### src/source/opf_macros.svh
// widths, opcodes and SPR numbers for the operand fetch stage, included by package and RTL
`ifndef OPF_MACROS_SVH
`define OPF_MACROS_SVH

// datapath and field widths
`define OPF_DWIDTH     32
`define OPF_NREG       32
`define OPF_IMM_WIDTH  16
`define OPF_OPCD_WIDTH 6
`define OPF_XO_WIDTH   10
`define OPF_SPR_WIDTH  10

// primary opcodes
`define OPF_OP_MULLI   6'd7
`define OPF_OP_SUBFIC  6'd8
`define OPF_OP_CMPLI   6'd10
`define OPF_OP_CMPI    6'd11
`define OPF_OP_ADDIC   6'd12
`define OPF_OP_ADDI    6'd14
`define OPF_OP_ADDIS   6'd15
`define OPF_OP_ORI     6'd24
`define OPF_OP_ORIS    6'd25
`define OPF_OP_ANDI    6'd28
`define OPF_OP_ANDIS   6'd29
`define OPF_OP_ALU_XO  6'd31
`define OPF_OP_LWZ     6'd32
`define OPF_OP_STW     6'd36

// extended opcodes, top bit is OE for the XO-form arithmetic
`define OPF_XO_CMP     10'd0
`define OPF_XO_LWZX    10'd23
`define OPF_XO_CMPL    10'd32
`define OPF_XO_SUBF    10'd40
`define OPF_XO_NEG     10'd104
`define OPF_XO_ADDE    10'd138
`define OPF_XO_ADDZE   10'd202
`define OPF_XO_ADDME   10'd234
`define OPF_XO_MFSPR   10'd339
`define OPF_XO_SRAW    10'd792
`define OPF_XO_SRAWI   10'd824

// SPR numbers, halves already swapped back
`define OPF_SPR_XER    10'd1
`define OPF_SPR_LNK    10'd8
`define OPF_SPR_CTR    10'd9

// XER bits
`define OPF_XER_SO     31
`define OPF_XER_CA     29

`endif

### src/source/opf_pkg.sv
// shared word and instruction field types plus field accessors, referenced by scoped name
`include "opf_macros.svh"

package opf_pkg;

  typedef logic [`OPF_DWIDTH-1:0]        word_t;
  typedef logic [31:0]                   inst_t;
  typedef logic [$clog2(`OPF_NREG)-1:0]  reg_index_t;
  typedef logic [`OPF_SPR_WIDTH-1:0]     spr_num_t;
  typedef logic [`OPF_OPCD_WIDTH-1:0]    opcode_t;
  typedef logic [`OPF_XO_WIDTH-1:0]      xo_t;
  typedef logic [`OPF_IMM_WIDTH-1:0]     imm_t;

  // ------------------------------------------------------------
  // field extraction, PowerPC numbering counts from the msb
  // ------------------------------------------------------------
  function automatic opcode_t get_opcode(inst_t inst);
    return inst[31:26];
  endfunction

  function automatic reg_index_t get_rt(inst_t inst);
    return inst[25:21];
  endfunction

  function automatic reg_index_t get_ra(inst_t inst);
    return inst[20:16];
  endfunction

  function automatic reg_index_t get_rb(inst_t inst);
    return inst[15:11];
  endfunction

  function automatic imm_t get_imm(inst_t inst);
    return inst[15:0];
  endfunction

  function automatic xo_t get_xo(inst_t inst);
    return inst[10:1];
  endfunction

  // spr field is stored with its two halves swapped
  function automatic spr_num_t get_spr(inst_t inst);
    return {inst[15:11], inst[20:16]};
  endfunction

endpackage

### src/source/regfile_if.sv
// read port bundle between the register file and the operand fetch logic
`timescale 1ns/10ps

interface regfile_if;

  // read selects, driven by the fetch stage
  opf_pkg::reg_index_t sel_a;
  opf_pkg::reg_index_t sel_b;
  opf_pkg::reg_index_t sel_c;

  // gpr read data
  opf_pkg::word_t gpr_a;
  opf_pkg::word_t gpr_b;
  opf_pkg::word_t gpr_c;

  // spr contents, always visible
  opf_pkg::word_t xer;
  opf_pkg::word_t ctr;
  opf_pkg::word_t lnk;

  // fetch side picks registers and takes the data
  modport fetch (
    output sel_a, sel_b, sel_c,
    input  gpr_a, gpr_b, gpr_c, xer, ctr, lnk
  );

  // file side answers combinationally
  modport file (
    input  sel_a, sel_b, sel_c,
    output gpr_a, gpr_b, gpr_c, xer, ctr, lnk
  );

endinterface

### src/source/register_file.sv
// 32 GPRs plus XER, CTR and LNK with one write port each and combinational reads
`timescale 1ns/10ps
`include "opf_macros.svh"

module register_file (
  input  logic                clk,
  input  logic                reset,
  regfile_if.file             rf,
  input  logic                gpr_we,
  input  opf_pkg::reg_index_t gpr_waddr,
  input  opf_pkg::word_t      gpr_wdata,
  input  logic                spr_we,
  input  opf_pkg::spr_num_t   spr_wnum,
  input  opf_pkg::word_t      spr_wdata
);

  opf_pkg::word_t gpr [`OPF_NREG];
  opf_pkg::word_t xer;
  opf_pkg::word_t ctr;
  opf_pkg::word_t lnk;

  // ------------------------------------------------------------
  // gpr write port
  // ------------------------------------------------------------
  // r0 is a normal register here, RA|0 lives in the fetch stage
  always_ff @(posedge clk or posedge reset) begin
    if (reset) begin
      for (int i = 0; i < `OPF_NREG; i++) begin
        gpr[i] <= '0;
      end
    end else if (gpr_we) begin
      gpr[gpr_waddr] <= gpr_wdata;
    end
  end

  // ------------------------------------------------------------
  // spr write port
  // ------------------------------------------------------------
  always_ff @(posedge clk or posedge reset) begin
    if (reset) begin
      xer <= '0;
      ctr <= '0;
      lnk <= '0;
    end else if (spr_we) begin
      case (spr_wnum)
        `OPF_SPR_XER: xer <= spr_wdata;
        `OPF_SPR_CTR: ctr <= spr_wdata;
        `OPF_SPR_LNK: lnk <= spr_wdata;
        // unknown numbers dropped silently
        default: ;
      endcase
    end
  end

  // ------------------------------------------------------------
  // reads
  // ------------------------------------------------------------
  // same-edge writes land before the instruction that reads them
  assign rf.gpr_a = gpr[rf.sel_a];
  assign rf.gpr_b = gpr[rf.sel_b];
  assign rf.gpr_c = gpr[rf.sel_c];

  // sprs go out whole, fetch picks bits or words
  assign rf.xer = xer;
  assign rf.ctr = ctr;
  assign rf.lnk = lnk;

endmodule

### src/source/immediate_extract.sv
// turns the D field into a 32-bit immediate and says whether operand B takes it
`timescale 1ns/10ps
`include "opf_macros.svh"

module immediate_extract (
  input  opf_pkg::inst_t inst,
  output opf_pkg::word_t imm,
  output logic           use_imm
);

  localparam int FILL = `OPF_DWIDTH - `OPF_IMM_WIDTH;

  opf_pkg::opcode_t opcode;
  opf_pkg::imm_t    d;

  assign opcode = opf_pkg::get_opcode(inst);
  assign d      = opf_pkg::get_imm(inst);

  // ------------------------------------------------------------
  // immediate forms
  // ------------------------------------------------------------
  always_comb begin
    case (opcode)
      // arithmetic, compare and addressing, sign extended
      `OPF_OP_ADDI, `OPF_OP_ADDIC, `OPF_OP_SUBFIC, `OPF_OP_CMPI,
      `OPF_OP_LWZ, `OPF_OP_STW, `OPF_OP_MULLI:
        imm = {{FILL{d[`OPF_IMM_WIDTH-1]}}, d};

      // shifted into the upper half
      `OPF_OP_ADDIS, `OPF_OP_ORIS, `OPF_OP_ANDIS:
        imm = {d, {FILL{1'b0}}};

      // logical and unsigned compare, zero extended
      default:
        imm = {{FILL{1'b0}}, d};
    endcase
  end

  // ------------------------------------------------------------
  // B operand source
  // ------------------------------------------------------------
  // every D-form op listed, the XO group reads registers
  always_comb begin
    case (opcode)
      `OPF_OP_ADDI, `OPF_OP_ADDIS, `OPF_OP_ADDIC, `OPF_OP_SUBFIC,
      `OPF_OP_CMPI, `OPF_OP_CMPLI, `OPF_OP_ORI, `OPF_OP_ORIS,
      `OPF_OP_ANDI, `OPF_OP_ANDIS, `OPF_OP_LWZ, `OPF_OP_STW,
      `OPF_OP_MULLI:
        use_imm = 1'b1;
      default:
        use_imm = 1'b0;
    endcase
  end

endmodule

### src/source/operand_fetch.sv
// operand fetch stage: registers the instruction, selects A, B, C and carry, registers the bundle
`timescale 1ns/10ps
`include "opf_macros.svh"

module operand_fetch (
  input  logic           clk,
  input  logic           reset,
  input  logic           inst_valid,
  input  opf_pkg::inst_t inst,
  regfile_if.fetch       rf,
  output logic           ops_valid,
  output logic           op_cin,
  output logic           op_so,
  output opf_pkg::word_t op_a,
  output opf_pkg::word_t op_b,
  output opf_pkg::word_t op_c
);

  // instruction register
  opf_pkg::inst_t   ir;
  logic             ir_valid;

  // decoded fields and flags
  opf_pkg::opcode_t opcode;
  opf_pkg::xo_t     xo;
  logic             is_xo_group;
  logic             xo_subf, xo_neg, xo_adde, xo_addze, xo_addme;
  logic             xo_cmp, xo_cmpl, xo_sraw, xo_mfspr, xo_lwzx;
  logic             ra_zero_form;

  // next bundle
  opf_pkg::word_t   imm;
  logic             use_imm;
  opf_pkg::word_t   spr_in;
  opf_pkg::word_t   next_a, next_b, next_c;
  logic             next_cin;

  // OE bit ignored on XO-form arithmetic
  function automatic logic xo_arith(opf_pkg::xo_t val, opf_pkg::xo_t code);
    return val[`OPF_XO_WIDTH-2:0] == code[`OPF_XO_WIDTH-2:0];
  endfunction

  // ------------------------------------------------------------
  // instruction register
  // ------------------------------------------------------------
  always_ff @(posedge clk or posedge reset) begin
    if (reset) begin
      ir_valid <= 1'b0;
    end else begin
      ir_valid <= inst_valid;
    end
  end

  // only valid words are captured
  always_ff @(posedge clk) begin
    if (inst_valid) begin
      ir <= inst;
    end
  end

  // selects straight from the registered word
  assign rf.sel_a = opf_pkg::get_ra(ir);
  assign rf.sel_b = opf_pkg::get_rb(ir);
  assign rf.sel_c = opf_pkg::get_rt(ir);

  // ------------------------------------------------------------
  // decode
  // ------------------------------------------------------------
  assign opcode      = opf_pkg::get_opcode(ir);
  assign xo          = opf_pkg::get_xo(ir);
  assign is_xo_group = opcode == `OPF_OP_ALU_XO;

  assign xo_subf  = is_xo_group && xo_arith(xo, `OPF_XO_SUBF);
  assign xo_neg   = is_xo_group && xo_arith(xo, `OPF_XO_NEG);
  assign xo_adde  = is_xo_group && xo_arith(xo, `OPF_XO_ADDE);
  assign xo_addze = is_xo_group && xo_arith(xo, `OPF_XO_ADDZE);
  assign xo_addme = is_xo_group && xo_arith(xo, `OPF_XO_ADDME);
  // x-form, full match
  assign xo_cmp   = is_xo_group && xo == `OPF_XO_CMP;
  assign xo_cmpl  = is_xo_group && xo == `OPF_XO_CMPL;
  assign xo_sraw  = is_xo_group && (xo == `OPF_XO_SRAW || xo == `OPF_XO_SRAWI);
  assign xo_mfspr = is_xo_group && xo == `OPF_XO_MFSPR;
  assign xo_lwzx  = is_xo_group && xo == `OPF_XO_LWZX;

  // RA|0 users
  assign ra_zero_form = opcode == `OPF_OP_ADDI || opcode == `OPF_OP_ADDIS ||
                        opcode == `OPF_OP_LWZ || opcode == `OPF_OP_STW || xo_lwzx;

  immediate_extract u_imm (
    .inst    (ir),
    .imm     (imm),
    .use_imm (use_imm)
  );

  // ------------------------------------------------------------
  // operand multiplexers
  // ------------------------------------------------------------
  assign next_a = (ra_zero_form && rf.sel_a == '0) ? '0 : rf.gpr_a;

  // unused spr numbers read as zero
  always_comb begin
    case (opf_pkg::get_spr(ir))
      `OPF_SPR_XER: spr_in = rf.xer;
      `OPF_SPR_CTR: spr_in = rf.ctr;
      `OPF_SPR_LNK: spr_in = rf.lnk;
      default:      spr_in = '0;
    endcase
  end

  always_comb begin
    if (xo_mfspr) begin
      next_b = spr_in;
    end else if (xo_neg || xo_addze) begin
      next_b = '0;
    end else if (xo_addme) begin
      next_b = '1;
    end else if (use_imm) begin
      next_b = imm;
    end else begin
      next_b = rf.gpr_b;
    end
  end

  // shift right algebraic wants the sign of RA as fill
  assign next_c = xo_sraw ? {`OPF_DWIDTH{rf.gpr_a[`OPF_DWIDTH-1]}} : rf.gpr_c;

  // ------------------------------------------------------------
  // carry in
  // ------------------------------------------------------------
  always_comb begin
    case (opcode)
      `OPF_OP_CMPI, `OPF_OP_CMPLI, `OPF_OP_SUBFIC:
        next_cin = 1'b1;
      `OPF_OP_ALU_XO:
        if (xo_subf || xo_cmp || xo_cmpl || xo_neg) begin
          next_cin = 1'b1;
        end else if (xo_adde || xo_addme || xo_addze) begin
          next_cin = rf.xer[`OPF_XER_CA];
        end else begin
          next_cin = 1'b0;
        end
      default:
        next_cin = 1'b0;
    endcase
  end

  // ------------------------------------------------------------
  // output bundle
  // ------------------------------------------------------------
  // payload loads with a valid word, held otherwise
  always_ff @(posedge clk or posedge reset) begin
    if (reset) begin
      ops_valid <= 1'b0;
      op_a      <= '0;
      op_b      <= '0;
      op_c      <= '0;
      op_cin    <= 1'b0;
      op_so     <= 1'b0;
    end else begin
      ops_valid <= ir_valid;
      if (ir_valid) begin
        op_a   <= next_a;
        op_b   <= next_b;
        op_c   <= next_c;
        op_cin <= next_cin;
        op_so  <= rf.xer[`OPF_XER_SO];
      end
    end
  end

endmodule

### src/source/operand_fetch_top.sv
// top level with plain ports, joins the register file and the operand fetch stage
`timescale 1ns/10ps

module operand_fetch_top (
  input  logic                clk,
  input  logic                reset,
  input  logic                inst_valid,
  input  opf_pkg::inst_t      inst,
  input  logic                gpr_we,
  input  opf_pkg::reg_index_t gpr_waddr,
  input  opf_pkg::word_t      gpr_wdata,
  input  logic                spr_we,
  input  opf_pkg::spr_num_t   spr_wnum,
  input  opf_pkg::word_t      spr_wdata,
  output logic                ops_valid,
  output logic                op_cin,
  output logic                op_so,
  output opf_pkg::word_t      op_a,
  output opf_pkg::word_t      op_b,
  output opf_pkg::word_t      op_c
);

  // combinational read bus
  regfile_if rf_bus ();

  // storage, writes from outside
  register_file u_register_file (
    .clk       (clk),
    .reset     (reset),
    .rf        (rf_bus.file),
    .gpr_we    (gpr_we),
    .gpr_waddr (gpr_waddr),
    .gpr_wdata (gpr_wdata),
    .spr_we    (spr_we),
    .spr_wnum  (spr_wnum),
    .spr_wdata (spr_wdata)
  );

  // two register stages, inst to ops
  operand_fetch u_operand_fetch (
    .clk        (clk),
    .reset      (reset),
    .inst_valid (inst_valid),
    .inst       (inst),
    .rf         (rf_bus.fetch),
    .ops_valid  (ops_valid),
    .op_cin     (op_cin),
    .op_so      (op_so),
    .op_a       (op_a),
    .op_b       (op_b),
    .op_c       (op_c)
  );

endmodule

### config.mk
export PLATFORM = sky130hd
export DESIGN_NAME = operand_fetch_top
export DESIGN_NICKNAME = d
export VERILOG_FILES = /design/src/source/opf_pkg.sv /design/src/source/regfile_if.sv /design/src/source/register_file.sv /design/src/source/immediate_extract.sv /design/src/source/operand_fetch.sv /design/src/source/operand_fetch_top.sv
export VERILOG_INCLUDE_DIRS = /design/src /design/src/source
export SDC_FILE = /design/constraint.sdc
export NUM_CORES = 2
export LEC_CHECK = 0
export BUFFER_PORTS_ARGS = -buffer_cell sky130_fd_sc_hd__buf_4
export CORE_MARGIN = 10
export CORE_UTILIZATION = 40
export CTS_CLUSTER_SIZE = 20
export DETAILED_ROUTE_END_ITERATION = 10
export SLEW_MARGIN = 0
export SYNTH_ARGS = -nofsm -noshare
export SYNTH_HDL_FRONTEND = slang
export SYNTH_SLANG_ARGS = --single-unit
### constraint.sdc
create_clock -name clk -period 70.7 [get_ports clk]
set_input_delay 7.07 -clock clk [delete_from_list [all_inputs] [get_ports clk]]
set_output_delay 7.07 -clock clk [all_outputs]
set_load 0.05 [all_outputs]
# Word-level counts from Yosys, hierarchy flattened
# Memories as Yosys holds them, arrays and structs flattened. A register that Yosys moved wholly into a read port is not among the register bits.
# Index checks and enable logic that the tools add are counted.
# word_totals
regBits	1252
rom_bits	64
inputBits	116
output_inout_bits	99
elab_cells	136
n_memories	1
# mem_list
name	words	width	rd	rd_clocked_by_memory_dff	write_ports	line	source
(name not given)	64	1	1	1	0	immediate_extract.sv:44	case (opcode)
# op_classes
order_cmp	5
eq_ne	28
mux	24
bitwise_logic	4
n_reduce_logical	31
# op_table
operator	count
bitwise mux 1024 bit	1
binary-select mux 32 bit (select 5 bit)	3
two-way mux 32 bit	13
demux 32 bit (select 5 bit)	1
case mux 32 bit (3 select lines)	1
case mux 32 bit (2 select lines)	1
== test 10 x 4 -> 1 bit, second input constant	4
== test 6 x 4 -> 1 bit, second input constant	6
== test 9 x 8 -> 1 bit, second input constant	3
>= comparator 6 bit, second input constant	4
NOT 5 -> 6 bit	4
== test 10 x 1 -> 1 bit, second input constant	2
== test 10 bit, second input constant	2
== test 6 x 5 -> 1 bit, second input constant	3
== test 6 bit, second input constant	2
logical AND 1 bit	12
logical OR 1 bit	11
== test 10 x 5 -> 1 bit, second input constant	1
== test 10 x 6 -> 1 bit, second input constant	1
== test 10 x 9 -> 1 bit, second input constant	1
zero test 10 bit	1
== test 9 x 6 -> 1 bit, second input constant	1
== test 9 x 7 -> 1 bit, second input constant	1
OR reduction 7 bit	1
other kinds (8)	12

# Depth between registers and ports, before layout
# logic_depth
word_depth	8
ltp_mapped	12
ltp_nobuf	6

# Hierarchy
# A second synthesis with hierarchy kept.
# hier_totals
hier_cells	6670
hier_area_um2	75650.1
# modules_own_cells
module	n_inst	cells_each	area_per_inst_um2	seq_area_each_um2
register_file	1	5972	68217.9	28026.9
operand_fetch	1	640	7000.5	3463.3
immediate_extract	1	58	431.7	0.0

# Worst setup path before layout
# Ideal clock, no wire load.
# synth_timing
path_kind	input to register
from	in spr_wnum[4]
to	reg u_register_file.ctr[19], in the netlist u_register_file.rf.ctr[19]
setup_ps	125
arrival_time_ps	8606
required_time_ps	70575
setup_slack_ps	61970
path_stages	7
path_buffers	2
path_cell_list	nor4_1 > nand3b_1 > nor4_1 > and3_1 > clkbuf_1 > buf_2 > mux2_2
# synth_via
elab_chain_cells	2
# synth_lines
element	line	source
start, declared	operand_fetch_top.sv:13	input opf_pkg::spr_num_t spr_wnum,
== test 10 x 4 -> 1 bit	register_file.sv:45	case (spr_wnum)
AND reduction 2 bit (no line)	n/a	
end signal, assigned	register_file.sv:47	`OPF_SPR_CTR: ctr <= spr_wdata;
end, declared	register_file.sv:19	opf_pkg::word_t ctr;
# No other way between the ends.
# A chain may end at the register's enable or synchronous reset.

==> impl_metrics.csv <==
group,metric,value,unit
run_status,status,"finished clean",
synth,ys_ff_latch,1253,
drt,ant_nets,0,
finish,final_cells,7344,
sta,worst-slew-pin-transition,1.31,ns
clocking,cts_inserted_buffers,141,
synth,ys.flop_type,"dfrtp_1",
grt,grt_use_total,25.3,%
grt,grt_pass1_wl,369000,um
critical_path,critPathCaptureType,"asynchronous set/reset pin",
sta,finalMaxSlewViolations,0,
synth,synth_edf_count,32,
grt,antenna_found_initial,19,
clocking,cts_root_buffer,"clkbuf_16",
finish,final_common_cell,"dfrtp_1",
clocking,cts_resized,0,
floorplan,coreArea,181000,um^2
power_and_ir_drop,pwr-share-seq,41.7,%
clocking,cts_tree,"done",
sta,setup_ws,59.85,ns
drt,drt-pass1-iter-count,5,
critical_path,cp_data_required_time,71.51,ns
finish,syn_to_final_growth,11.4,%
critical_path,cp_data_arrival_time,11.66,ns
hold_path,holdPathStages,1,
sta,setup_tns,0,ns
synth,syn_area,72500,um^2
power_and_ir_drop,pwr_density_cell,29.2,nW/um^2
sta,hold_viol_final,0,
power_and_ir_drop,p_switching,0.000727,W
floorplan,start_util,40.1,%
sta,period_minus_slack,10.85,ns
placed_design,portBuffers,214,
synth,yosysTopAreaCellShare,42.1,%
power_and_ir_drop,leakage,34.3,nW
drt,totalWireLength,256000,um
clocking,postCtsSetupRepairBufs,0,
synth,synth-async-reset-ratio,97.4,%
clocking,cts_hold_buffers,0,
critical_path,crit_type,"input port to asynchronous set/reset pin",
power_and_ir_drop,total_power,0.00235,W
critical_path,crit_path_max_fanout,144,
power_and_ir_drop,power_frac_comb,26.0,%
flow_run,max_cap_viol_count,0,
synth,ys_types,68,
finish,layout.nets,4975,
drt,via_per_inst,6.63,
sta,finalSetupViolCount,0,
clocking,cts_buffer_depth,3,
floorplan,chipHeight,446,um
synth,synth-seq-area-share,43.5,%
synth,netlist_instances,4921,
clocking,clk_latency,0.82,ns
critical_path,critPathLaunchType,"input port",
clocking,htreeDepth,4,
synth,yosysTopAreaCell,"dfrtp_1",
synth,yosysWarnings,0,
drt,drtIter0Drc,4740,
finish,drive_gt1_share,50.5,%
hold_path,min_path_type,"flip-flop to flip-flop",
clocking,clk_pin_slew,0.05,ns
sta,fmax,92.2,MHz
clocking,clock-sinks,1253,
sta,slew_headroom,12.4,%
sta,post-route-period-util,15.3,%
power_and_ir_drop,ir_worst_vdd,0.0000203,V
floorplan,io_pins,215,
power_and_ir_drop,internal_power,0.00163,W
placed_design,routabilityCongestion,0.829,
placed_design,dp_hpwl,150000,um
drt,via_count,48700,
hold_path,worstHoldStart,"u_register_file.rf.ctr[25]$_DFFE_PP0P_",
grt,grt_pass1_vias,49100,
critical_path,reg2regPathDepth,7,
floorplan,core.rowCount,156,
floorplan,die_x,446,um
power_and_ir_drop,pwr-share-clk,32.3,%
drt,routedWlPerCell,34.9,um
sta,skew,0.0368,ns
drt,drc,0,
sta,hold_ws,0.481,ns
critical_path,worstSetupStartpoint,"reset",
placed_design,dp_cells,7086,
finish,layout_common_cells,"dfrtp_1 (1219), mux2_2 (1163), mux4_2 (754)",
grt,overflow,0,
synth,synth_area_per_cell,14.7,um^2
synth,yosys-top-cells-area,"dfrtp_1 (42%), mux4_2 (23%), mux2_2 (18%)",
placed_design,dp_slack,58.79,ns
synth,syn_nets,5037,
floorplan,dieArea,199000,um^2
power_and_ir_drop,sw_frac_of_total,30.9,%
sta,rsz0062_at_grt,"false",
critical_path,reg2reg_from,"u_operand_fetch.ir[22]$_DFFE_PP_",
grt,grt_max_degree,145,
## routing by layer
layer	up-vias	global-route usage [%]	wire length [um]
met4	6	9.55	9940
met1	26600	34.9	106000
li1	19300	-	-
met2	2302	39.3	119000
met3	494	5.58	21200
met5	-	0	28
## metrics by stage
| stage | utilization (%) | instance area [um^2] |
|---|---|---|
| after floorplan | - | 72500 |
| after global placement | 42.1 | 76000 |
| after detailed placement | 42.1 | 76000 |
| after CTS | 44.7 | 80700 |
| after global routing | 44.7 | 80700 |
| final | 44.7 | 80700 |
## kinds of logic (layout without fill, tap and decap cells)
family	after synthesis	after routing	synth area share [%]
multiplexers	2212	2212	45.6
flip-flops	1253	1253	43.5
buffers and inverters	527	573	3.24
AND/OR/NAND/NOR	485	485	3.38
AO/OA/AOI/OAI	443	443	4.29
XOR/XNOR	1	1	0.0121
other	0	7	0
## power by group through the flow
| stage | clock, W | sequential (W) | combinational (W) |
|---|---|---|---|
| after floorplan | 0 | 0.000987 | 0.000420 |
| after global placement | 0 | 0.000980 | 0.000604 |
| after detailed placement | 0 | 0.000988 | 0.000611 |
| after CTS | 0.000772 | 0.000976 | 0.000613 |
| after global routing | 0.000799 | 0.000997 | 0.000647 |
| final | 0.000760 | 0.000981 | 0.000613 |
## worst paths after layout
kind	endpoint	slack, ns
worst max-delay path	u_register_file.gpr[280]$_DFFE_PP0P_	59.85
max in group clk	u_register_file.gpr[372]$_DFFE_PP0P_	61.54
worst max register to register	u_operand_fetch.op_c[23]$_DFFE_PP0P_	65.75
worst min-delay path	u_register_file.rf.ctr[25]$_DFFE_PP0P_	0.48
worst min register to register	u_register_file.rf.ctr[25]$_DFFE_PP0P_	0.48
min in group asynchronous	u_operand_fetch.op_c[2]$_DFFE_PP0P_	6.39
## worst max-delay path, cell delays in order
cell and delay, ns:
buf_4 0.13, inv_8 0.50, buf_12 0.57, buf_4 0.79
buf_4 0.82, buf_4 0.68, buf_4 0.77
## cells in the mapped netlist, types with 3 or more instances
cell type	count
dfrtp_1	1220
o211ai_1	13
nand3_1	74
a31o_2	3
buf_6	12
nand2_1	156
mux2_2	1163
nor3_1	11
inv_1	8
mux2i_1	284
buf_2	88
a22oi_1	99
and2_1	11
a21o_1	6
a221o_1	30
nor2b_1	55
a31oi_1	20
a22o_1	26
nand3b_1	10
nor2_1	63
or3_1	4
nor3b_1	6
o21ai_1	14
mux2_1	11
edfxtp_1	32
clkbuf_1	302
a2111oi_0	3
mux4_2	754
a211oi_1	81
and3_1	37
nand4_1	27
o31a_1	3
a221oi_1	3
nor4_1	5
o221a_2	4
o31ai_1	3
nand2b_1	6
buf_1	72
a21oi_1	106
nand4b_1	3
buf_4	45
o21ai_0	17
## cell type report
cell class / count / area [um^2]
repair buffers: 314 / 2520
diodes: 7 / 17.5
clock inverters: 39 / 479
flip-flops and latches: 1253 / 31500
well taps: 2370 / 2970
fillers: 15900 / 99800
multi-input cells: 3141 / 39000
inverters: 8 / 40.0
clock buffers: 212 / 4250
## flip-flops by register name, summed over array words and instances, names as in the netlist
signal	flops
u_operand_fetch.ir	32
u_operand_fetch.ir_valid	1
u_operand_fetch.op_a	32
u_operand_fetch.op_b	32
u_operand_fetch.op_c	32
u_operand_fetch.op_cin	1
u_operand_fetch.op_so	1
u_operand_fetch.ops_valid	1
u_operand_fetch.u_imm.use_imm	1
u_register_file.gpr	1024
u_register_file.rf.ctr	32
u_register_file.rf.lnk	32
u_register_file.rf.xer	32
No activity file was read; power rests on OpenSTA's default activity.
